### config.mk
export PLATFORM = sky130hd
export DESIGN_NAME = dcache
export DESIGN_NICKNAME = d
export VERILOG_FILES = /design/src/dcache_pkg.sv /design/src/dcache.sv /design/src/dcache_ctrl.sv /design/src/dcache_data.sv /design/src/dcache_tags.sv
export SDC_FILE = /design/constraint.sdc
export NUM_CORES = 2
export LEC_CHECK = 0
export BUFFER_PORTS_ARGS = -buffer_cell sky130_fd_sc_hd__buf_2
export CAP_MARGIN = 0
export CORE_MARGIN = 8
export CORE_UTILIZATION = 45
export CTS_CLUSTER_DIAMETER = 120
export DETAILED_ROUTE_END_ITERATION = 16
export PLACE_DENSITY_LB_ADDON = 0.25
export RECOVER_POWER = 25
export SLEW_MARGIN = 40
export SYNTH_ARGS = -nofsm -noshare
export SYNTH_HDL_FRONTEND = slang
export SYNTH_SLANG_ARGS = --single-unit
### constraint.sdc
create_clock -name CLK -period 13.1 [get_ports CLK]
set_input_delay 1.31 -clock CLK [delete_from_list [all_inputs] [get_ports CLK]]
set_output_delay 1.31 -clock CLK [all_outputs]
set_load 0.005 [all_outputs]
### src/dcache_pkg.sv
package dcache_pkg;

        // cache geometry
        localparam int WORD_W    = 32;
        localparam int SETS      = 8;
        localparam int IDX_W     = 3;
        localparam int TAG_W     = 26;
        localparam int WAYS      = 2;
        localparam int BLK_WORDS = 2;

        typedef logic [WORD_W-1:0] word_t;

        // byte address as the cache sees it
        typedef struct packed {
                logic [TAG_W-1:0] tag;
                logic [IDX_W-1:0] idx;
                logic             blkoff;
                logic [1:0]       bytoff;
        } dcache_addr_t;

        // one way of one set
        typedef struct packed {
                logic             valid;
                logic             dirty;
                logic [TAG_W-1:0] tag;
        } tag_entry_t;

        // load or store from the CPU
        typedef struct packed {
                logic  ren;
                logic  wen;
                word_t addr;
                word_t wdata;
        } cpu_req_t;

        // word transfer to memory, held while dwait is high
        typedef struct packed {
                logic  ren;
                logic  wen;
                word_t addr;
                word_t wdata;
        } mem_req_t;

endpackage

### src/dcache.sv
module dcache
        import dcache_pkg::*;
(
        input  logic     CLK,
        input  logic     nRST,
        input  cpu_req_t cpu_req,
        input  logic     halt,
        output logic     dhit,
        output word_t    rdata,
        output logic     flushed,
        output mem_req_t mem_req,
        input  logic     dwait,
        input  word_t    dload
);

        logic [IDX_W-1:0]       idx;
        logic [TAG_W-1:0]       tag;
        logic                   fill;
        logic                   mark_dirty;
        logic                   clear;
        logic                   touch;
        logic                   tag_way;
        tag_entry_t [WAYS-1:0]  entries;
        logic                   hit;
        logic                   hit_way;
        logic                   victim_way;
        logic                   data_way;
        logic                   word_sel;
        logic                   wr_en;
        word_t                  wr_data;
        word_t                  rd_word;

        dcache_tags u_tags (
                .CLK        (CLK),
                .nRST       (nRST),
                .idx        (idx),
                .tag        (tag),
                .fill       (fill),
                .mark_dirty (mark_dirty),
                .clear      (clear),
                .touch      (touch),
                .way        (tag_way),
                .entries    (entries),
                .hit        (hit),
                .hit_way    (hit_way),
                .victim_way (victim_way)
        );

        dcache_data u_data (
                .CLK      (CLK),
                .nRST     (nRST),
                .idx      (idx),
                .way      (data_way),
                .word_sel (word_sel),
                .wr_en    (wr_en),
                .wr_data  (wr_data),
                .rd_word  (rd_word)
        );

        dcache_ctrl u_ctrl (
                .CLK        (CLK),
                .nRST       (nRST),
                .cpu_req    (cpu_req),
                .halt       (halt),
                .dhit       (dhit),
                .rdata      (rdata),
                .flushed    (flushed),
                .mem_req    (mem_req),
                .dwait      (dwait),
                .dload      (dload),
                .fill       (fill),
                .mark_dirty (mark_dirty),
                .clear      (clear),
                .touch      (touch),
                .tag_way    (tag_way),
                .idx        (idx),
                .tag        (tag),
                .entries    (entries),
                .hit        (hit),
                .hit_way    (hit_way),
                .victim_way (victim_way),
                .data_way   (data_way),
                .word_sel   (word_sel),
                .wr_en      (wr_en),
                .wr_data    (wr_data),
                .rd_word    (rd_word)
        );

endmodule

### src/dcache_ctrl.sv
module dcache_ctrl
        import dcache_pkg::*;
(
        input  logic                  CLK,
        input  logic                  nRST,
        input  cpu_req_t              cpu_req,
        input  logic                  halt,
        output logic                  dhit,
        output word_t                 rdata,
        output logic                  flushed,
        output mem_req_t              mem_req,
        input  logic                  dwait,
        input  word_t                 dload,
        output logic                  fill,
        output logic                  mark_dirty,
        output logic                  clear,
        output logic                  touch,
        output logic                  tag_way,
        output logic [IDX_W-1:0]      idx,
        output logic [TAG_W-1:0]      tag,
        input  tag_entry_t [WAYS-1:0] entries,
        input  logic                  hit,
        input  logic                  hit_way,
        input  logic                  victim_way,
        output logic                  data_way,
        output logic                  word_sel,
        output logic                  wr_en,
        output word_t                 wr_data,
        input  word_t                 rd_word
);

        typedef enum logic [2:0] {
                LOOKUP,
                WB0,
                WB1,
                FILL0,
                FILL1,
                FLUSH,
                FLUSHED
        } state_t;

        state_t state, next_state;

        // way being written back or filled
        logic cur_way, cur_way_n;

        // set counter for the halt walk, one past the last set ends it
        logic [3:0] fcnt, fcnt_n;
        logic       flushing, flushing_n;

        logic         flush_way;
        dcache_addr_t req_addr;
        dcache_addr_t wb_addr;
        dcache_addr_t fill_addr;

        assign req_addr = cpu_req.addr;
        assign idx      = flushing ? fcnt[IDX_W-1:0] : req_addr.idx;
        assign tag      = req_addr.tag;
        assign rdata    = rd_word;
        assign flushed  = (state == FLUSHED);

        // first valid way of the set under the flush counter
        assign flush_way = entries[0].valid ? 1'b0 : 1'b1;

        always_comb begin
                wb_addr        = '0;
                wb_addr.tag    = entries[cur_way].tag;
                wb_addr.idx    = idx;
                wb_addr.blkoff = word_sel;
                fill_addr        = req_addr;
                fill_addr.blkoff = word_sel;
                fill_addr.bytoff = '0;
        end

        always_ff @(posedge CLK or negedge nRST) begin
                if (!nRST) begin
                        state    <= LOOKUP;
                        cur_way  <= 1'b0;
                        fcnt     <= '0;
                        flushing <= 1'b0;
                end else begin
                        state    <= next_state;
                        cur_way  <= cur_way_n;
                        fcnt     <= fcnt_n;
                        flushing <= flushing_n;
                end
        end

        always_comb begin
                next_state = state;
                cur_way_n  = cur_way;
                fcnt_n     = fcnt;
                flushing_n = flushing;
                dhit       = 1'b0;
                fill       = 1'b0;
                mark_dirty = 1'b0;
                clear      = 1'b0;
                touch      = 1'b0;
                tag_way    = cur_way;
                data_way   = cur_way;
                word_sel   = 1'b0;
                wr_en      = 1'b0;
                wr_data    = dload;
                mem_req    = '0;

                case (state)
                LOOKUP: begin
                        tag_way  = hit_way;
                        data_way = hit_way;
                        word_sel = req_addr.blkoff;
                        wr_data  = cpu_req.wdata;
                        if (halt) begin
                                next_state = FLUSH;
                                flushing_n = 1'b1;
                                fcnt_n     = '0;
                        end else if (cpu_req.ren || cpu_req.wen) begin
                                if (hit) begin
                                        dhit  = 1'b1;
                                        touch = 1'b1;
                                        if (cpu_req.wen) begin
                                                wr_en      = 1'b1;
                                                mark_dirty = 1'b1;
                                        end
                                end else begin
                                        // miss, evict the LRU way
                                        cur_way_n = victim_way;
                                        if (entries[victim_way].dirty) begin
                                                next_state = WB0;
                                        end else begin
                                                next_state = FILL0;
                                        end
                                end
                        end
                end
                WB0: begin
                        mem_req.wen   = 1'b1;
                        mem_req.addr  = wb_addr;
                        mem_req.wdata = rd_word;
                        if (!dwait) begin
                                next_state = WB1;
                        end
                end
                WB1: begin
                        word_sel      = 1'b1;
                        mem_req.wen   = 1'b1;
                        mem_req.addr  = wb_addr;
                        mem_req.wdata = rd_word;
                        if (!dwait) begin
                                if (flushing) begin
                                        clear      = 1'b1;
                                        next_state = FLUSH;
                                end else begin
                                        next_state = FILL0;
                                end
                        end
                end
                FILL0: begin
                        mem_req.ren  = 1'b1;
                        mem_req.addr = fill_addr;
                        if (!dwait) begin
                                wr_en      = 1'b1;
                                next_state = FILL1;
                        end
                end
                FILL1: begin
                        word_sel     = 1'b1;
                        mem_req.ren  = 1'b1;
                        mem_req.addr = fill_addr;
                        if (!dwait) begin
                                // second word in, block becomes valid
                                wr_en      = 1'b1;
                                fill       = 1'b1;
                                next_state = LOOKUP;
                        end
                end
                FLUSH: begin
                        if (fcnt == 4'(SETS)) begin
                                next_state = FLUSHED;
                        end else if (entries[0].valid || entries[1].valid) begin
                                tag_way = flush_way;
                                if (entries[flush_way].dirty) begin
                                        cur_way_n  = flush_way;
                                        next_state = WB0;
                                end else begin
                                        clear = 1'b1;
                                end
                        end else begin
                                fcnt_n = fcnt + 4'd1;
                        end
                end
                FLUSHED: begin
                        next_state = FLUSHED;
                end
                default: begin
                        next_state = LOOKUP;
                end
                endcase
        end

endmodule

### src/dcache_data.sv
module dcache_data
        import dcache_pkg::*;
(
        input  logic             CLK,
        input  logic             nRST,
        input  logic [IDX_W-1:0] idx,
        input  logic             way,
        input  logic             word_sel,
        input  logic             wr_en,
        input  word_t            wr_data,
        output word_t            rd_word
);

        // set, way, then word within the block
        word_t [BLK_WORDS-1:0] mem [SETS][WAYS];

        assign rd_word = mem[idx][way][word_sel];

        always_ff @(posedge CLK or negedge nRST) begin
                if (!nRST) begin
                        for (int s = 0; s < SETS; s++) begin
                                for (int w = 0; w < WAYS; w++) begin
                                        mem[s][w] <= '0;
                                end
                        end
                end else if (wr_en) begin
                        mem[idx][way][word_sel] <= wr_data;
                end
        end

endmodule

### src/dcache_tags.sv
module dcache_tags
        import dcache_pkg::*;
(
        input  logic                  CLK,
        input  logic                  nRST,
        input  logic [IDX_W-1:0]      idx,
        input  logic [TAG_W-1:0]      tag,
        input  logic                  fill,
        input  logic                  mark_dirty,
        input  logic                  clear,
        input  logic                  touch,
        input  logic                  way,
        output tag_entry_t [WAYS-1:0] entries,
        output logic                  hit,
        output logic                  hit_way,
        output logic                  victim_way
);

        tag_entry_t [WAYS-1:0] tbl [SETS];

        // one bit per set, holds the most recently used way
        logic [SETS-1:0] lru;

        logic [WAYS-1:0] match;

        assign entries = tbl[idx];

        always_comb begin
                match = '0;
                for (int w = 0; w < WAYS; w++) begin
                        match[w] = tbl[idx][w].valid && (tbl[idx][w].tag == tag);
                end
        end

        assign hit        = |match;
        assign hit_way    = match[1];
        assign victim_way = ~lru[idx];

        always_ff @(posedge CLK or negedge nRST) begin
                if (!nRST) begin
                        for (int s = 0; s < SETS; s++) begin
                                tbl[s] <= '0;
                        end
                        lru <= '0;
                end else begin
                        // new block comes in clean
                        if (fill) begin
                                tbl[idx][way].valid <= 1'b1;
                                tbl[idx][way].dirty <= 1'b0;
                                tbl[idx][way].tag   <= tag;
                        end
                        if (mark_dirty) begin
                                tbl[idx][way].dirty <= 1'b1;
                        end
                        if (clear) begin
                                tbl[idx][way].valid <= 1'b0;
                                tbl[idx][way].dirty <= 1'b0;
                        end
                        if (touch) begin
                                lru[idx] <= way;
                        end
                end
        end

endmodule

* Word level (Yosys, flattened, before mapping) *
Cells that the tools add are included.

operators by class
  bitwise operators = 3
  reduce and logical (&&, ||, !) cells = 19
  $add $sub $neg = 1
  eq/ne operators = 25
  muxes and demuxes = 104
  $lt $le $gt $ge = 13

operator list
  cell                  count
  $bwmux W448           6
  $mux W448             3
  $bwmux W1024          1
  $demux W56 S3         3
  $bmux W128 S3         1
  $demux W128 S3        1
  $mux W128             3
  $mux W56              5
  $mux W64              4
  $bmux W56 S3          1
  $mux W32              5
  $mux W27              5
  $demux W28 S1         3
  $mux W26              3
  $demux W64 S1         1
  $pmux W32 S2          1
  $eq A26 B26 Y1        2
  $mux W3               12
  $demux W32 S1         1
  $mux W1               30
  $mux W28              1
  $pmux W3 S7           1
  $ne A2 B2 Y1 const B  9
  $mux W4               3
  other kinds (35)      60

storage, ports and cells
  word-level logic and storage cells = 250
  bits of input ports = 102
  bits in registers = 1489

* Depth between registers and ports, before layout *
  depth in word-level cells = 24
  depth in mapped cells = 20
  depth with buffers taken out = 10

* Cells and area by module *
From an unflattened synthesis, not the netlist that was laid out.

second synthesis, totals
  cells, all modules = 5691
  area, all modules = 70724.1 µm²

modules (own cells, without submodules)
  module       sequential area each (µm²)  cells an instance  instances  area each (µm²)
  dcache_data  25624.6                     3548               1          46592.2
  dcache_tags  11410.9                     1740               1          21614.5
  dcache_ctrl  225.2                       403                1          2517.4

* Worst setup path after synthesis *
Ideal clock, no wire load.

  path kind = input to output
  start point = in cpu_req[37] in the netlist's numbering
  end point = out rdata[1]
  path buffers = 8
  arrival time = 5253 ps
  data required time = 11790 ps
  setup slack = 6537 ps
  stages on the path = 17
  path through = clkbuf_1 > mux2i_1 > buf_2 > buf_4 > buf_2 > clkbuf_1 > mux2i_1 > mux2i_1 > nor3_1 > nand4_1 > or4_4 > o21ai_4 > buf_6 > buf_8 > buf_6 > mux2_2 > mux2_2

between the ends
  longest elaborated chain between the ends = 14

RTL lines
  what                                           line                                  text
  from (decl)                                    dcache.sv:6                           input cpu_req_t cpu_req,
  $mux W3 *                                      dcache_ctrl.sv:57                     assign idx = flushing ? fcnt[IDX_W-1:0] : req_addr.idx;
  $not A3 Y4 (not written as such) *             dcache_data.sv:17, dcache_tags.sv:31
  $bmux W56 S3                                   dcache_tags.sv:31                     match[w] = tbl[idx][w].valid && (tbl[idx][w].tag == tag);
  $mux W56 (not written as such) (2 in a row)    dcache_tags.sv:31
  $eq A26 B26 Y1                                 dcache_tags.sv:31
  $logic_and A1 B1 Y1                            dcache_tags.sv:31
  $mux W1                                        dcache_ctrl.sv:106                    case (state)
  $not A1 Y2 (not written as such)               dcache_data.sv:17                     assign rd_word = mem[idx][way][word_sel];
  $mux W64 (not written as such) * (3 in a row)  dcache_data.sv:17
  $mux W32 (not written as such) * (2 in a row)  dcache_data.sv:17
  to (decl)                                      dcache.sv:9                           output word_t rdata,

Every way passes the cells marked *; elsewhere a longest branch is shown, timed or not. The select of a mux whose other input is x is not followed.

* Final worst setup path *
  start point = reg u_ctrl.flushing
  end point = out rdata[23]

between the ends
  longest elaborated chain between the ends = 14

RTL lines
  what                                           line                                  text
  from (decl)                                    dcache_ctrl.sv:49                     logic flushing, flushing_n;
  from (signal assigned)                         dcache_ctrl.sv:85                     flushing <= flushing_n;
  $mux W3 *                                      dcache_ctrl.sv:57
  $not A3 Y4 (not written as such) *             dcache_data.sv:17, dcache_tags.sv:31
  $bmux W56 S3                                   dcache_tags.sv:31
  $mux W56 (not written as such) (2 in a row)    dcache_tags.sv:31
  $eq A26 B26 Y1                                 dcache_tags.sv:31
  $logic_and A1 B1 Y1                            dcache_tags.sv:31
  $mux W1                                        dcache_ctrl.sv:106
  $not A1 Y2 (not written as such)               dcache_data.sv:17
  $mux W64 (not written as such) * (3 in a row)  dcache_data.sv:17
  $mux W32 (not written as such) * (2 in a row)  dcache_data.sv:17

Marks and branches as above.

==> out/qor.csv <==
stage;metric;value;unit
status;status;complete, but fails checks;
status;violations;max-capacitance violations, max-slew violations;
drt;drc;0;
drt;wl_met3;15.2;mm
sta;setup_viol;0;
power;p_comb_share;39.3;%
finish;final_common_cell;dfrtp_1;
critical_path;cp-start-kind;register;
sta;min_period_over_period;71.6;%
cts;h-tree-depth;4;
job;drv_cap;6;
drt;first_iter_violations;4528;
drt;via_per_inst;6.37;
floorplan;die_h;410;µm
sta;fin_crit;9.38;ns
drt;dr.max_layer_used;met5;
grt;gr-total-overflow;0;
critical_path;path_class;register to output pin;
cts;cts_num_sinks;1489;
floorplan;start_util;45.3;%
finish;layout.nets;5412;
grt;grt_max_degree;160;
drt;dr_wl_met2;106;mm
critical_path;ff2ff_path_depth;15;
sta;finalHoldViolCount;0;
critical_path;cp_data_required_time;11.79;ns
worst_hold_path;worst_hold_path_type;register to register;
place;port_buffers;197;
logic_synthesis;synth_edf_count;0;
floorplan;dieWidth;410;µm
drt;dr.pass1.iters;7;
place;routabilityCongestion;0.822;
power;clockPowerShare;24.0;%
place;dp_hpwl;122;mm
finish;diodes;0;
logic_synthesis;ys_warn_count;0;
cts;cts.clk_slew.worst_paths;0.06;ns
cts;clk_latency;0.81;ns
worst_hold_path;whs_path_depth;1;
floorplan;dieArea;168000;µm²
finish;syn_to_final_growth;11.6;%
floorplan;pin_count;202;
logic_synthesis;synth_top_family_by_area;multiplexers;
sta;finalMaxSlewViolations;385;
cts;cts_tree;yes;
grt;grt_pass1_vias;48800;
logic_synthesis;avgSynthCellArea;13.0;µm²
cts;post_cts_resized;0;
sta;fin_ws;3.72;ns
finish;post-route-cell-area;77900;µm²
sta;rsz0062_at_grt;false;
logic_synthesis;synthArstFlopShare;100;%
drt;ant_nets;0;
logic_synthesis;synth_compound_area_share;10.7;%
finish;fin_cells;7469;
drt;wl_per_cell;29.9;µm
logic_synthesis;synthMuxAreaShare;26.9;%
logic_synthesis;netlist_area;69800;µm²
power;power_frac_seq;36.7;%
place;dp.cells;7186;
critical_path;cp.arrival;8.07;ns
grt;grt_pass1_wl;331;mm
logic_synthesis;synth-adder-area-share;0.0359;%
power;ir_drop;196;µV
logic_synthesis;seq_area_frac_synth;53.4;%
power;p_leak;36.2;nW
sta;relSlewSlack;-198;%
finish;drive_gt1_share;36.4;%
cts;cts-root-buf;clkbuf_16;
logic_synthesis;yosys.area_share.xor_xnor;0.213;%
logic_synthesis;synth-main-ff-cell;dfrtp_1;
logic_synthesis;synth.distinct_cells;90;
grt;grt_antenna_before_repair;8;
sta;tightest_slew;4.46;ns
power;switching_share;38.6;%
floorplan;core;154000;µm²
sta;fin_tns_setup;0;ns
place;dp_slack;3.87;ns
cts;cts_hold_buffers;0;
grt;gr-usage-all-layers;25.9;%
sta;fmax;107;MHz
drt;wl;223;mm
finish;mostFrequentLayoutCells;dfrtp_1 (1487), mux2_2 (1258), nand2_1 (337), mux2_1 (209), buf_2 (196);
cts;cts_setup_buffers;0;
place;place_area;72700;µm²
cts;cts_made_buffers;160;
critical_path;critPathCaptureType;output pin;
finish;fillers;13400;
logic_synthesis;synthSimpleGateAreaFrac;5.14;%
critical_path;cp_max_fo;31;
finish;final_util;50.6;%
sta;skew;0.0509;ns
drt;vias;47500;
power;power_switching;7.16;mW
power;p_per_area;238;nW/µm²
cts;cts.path.max_buffers;3;
floorplan;rows;144;
logic_synthesis;ys_ff_latch;1489;
power;p_int;11.4;mW
drt;routedLengthMet1;93.1;mm
logic_synthesis;syn-instance-count;5352;
layer usage:
layer | track usage, % | vias to the layer above
met2 | 42.3 | 1936
met3 | 4.42 | 475
met5 | 0 | -
met4 | 9.80 | 4
li1 | - | 19900
met1 | 34.6 | 25200
cell usage after synthesis (all sizes together), types with 5 or more instances:
cell,number,area (µm²)
o221ai,5,43.8
nand4,17,106
nand3,73,410
inv,18,67.6
a22o,133,1160
nor3,45,230
nor4b,5,43.8
nand3b,6,45.0
xor2,5,43.8
mux2i,188,1880
a22oi,171,1280
nor2,50,195
buf,240,1330
nand2,371,1390
clkbuf,303,1140
xnor2,12,105
a311oi,6,52.6
dfrtp,1489,37300
mux2,1470,16600
o31ai,54,405
a222oi,103,1030
nor4,38,253
a32oi,55,482
and3,53,332
a221o,15,150
o211a,7,70.1
nand2b,7,43.8
o21a,12,90.1
a31oi,20,125
a2111oi,13,339
o211ai,11,82.6
o21ai,51,267
and3b,14,123
a32o,15,150
a221oi,73,639
or4,7,56.3
a21boi,18,139
o22ai,28,175
mux4,14,315
a211oi,23,273
and4,13,114
a21oi,32,160
sequential cells by signal (all words and copies together), names as in the netlist:
name	flops
u_data.mem	1024
u_ctrl.cur_way	1
u_ctrl.state	3
u_tags.lru	8
u_ctrl.flushing	1
u_tags.tbl	448
u_ctrl.fcnt	4
power groups by stage:
stage | sequential (mW) | clock, mW | combinational (mW)
final | 6.81 | 4.46 | 7.29
after CTS | 6.78 | 4.53 | 7.23
after global placement | 6.77 | 0 | 7.04
after floorplan | 6.61 | 0 | 4.72
after detailed placement | 6.85 | 0 | 7.20
after global routing | 6.97 | 4.72 | 7.73
worst paths after layout:
check	start	to	slack, ns
max in group asynchronous	nRST	u_data.mem[239]	3.96
min in group asynchronous	nRST	u_tags.tbl[351]	2.06
worst max-delay path	u_ctrl.flushing	rdata[23]	3.72
worst min-delay path	u_data.mem[325]	u_data.mem[325]	0.48
worst max register to register	u_ctrl.flushing	u_data.mem[793]	5.37
worst min register to register	u_data.mem[325]	u_data.mem[325]	0.48
stage by stage:
stage / total power, mW / hold slack, ns
6_report: 18.6 / 0.483
3_5_place_dp: 14.1 / 0.475
5_1_grt: 19.4 / 0.496
3_3_place_gp: 13.8 / 0.465
4_1_cts: 18.5 / 0.419
2_1_floorplan: 11.3 / 0.457
worst max-delay path: stages, from the launching register on:
cell and delay [ns]:
dfrtp_2 0.71, mux2_4 0.65, buf_4 0.41, buf_4 0.48
nor2_1 0.25, a22oi_1 0.35, a21boi_0 0.17, or4_1 0.54
or4b_4 0.52, or4_4 0.58, o21ai_4 0.70, buf_4 0.66
mux2i_1 0.22, mux2i_1 0.74, buf_2 0.25
kinds of logic (layout without fill, tap and decap cells):
family / after synthesis / after routing
other cells: 1 / 2
simple gates: 728 / 728
fa+ha+maj: 2 / 2
mux: 1672 / 1672
flops: 1489 / 1489
compound gates: 881 / 881
buf+inv: 562 / 634
xor+xnor: 17 / 17
area by class of cell:
cell class	instances	area [µm²]	area share (%)
Clock buffer	249	4790	6.16
Tap cell	2044	2560	3.28
Timing Repair Buffer	336	2320	2.99
Inverter	19	73.8	0.0948
Multi-Input combinational cell	3302	30500	39.2
Sequential cell	1489	37300	47.8
Clock inverter	30	370	0.476
(Power assumes the default switching activity.)
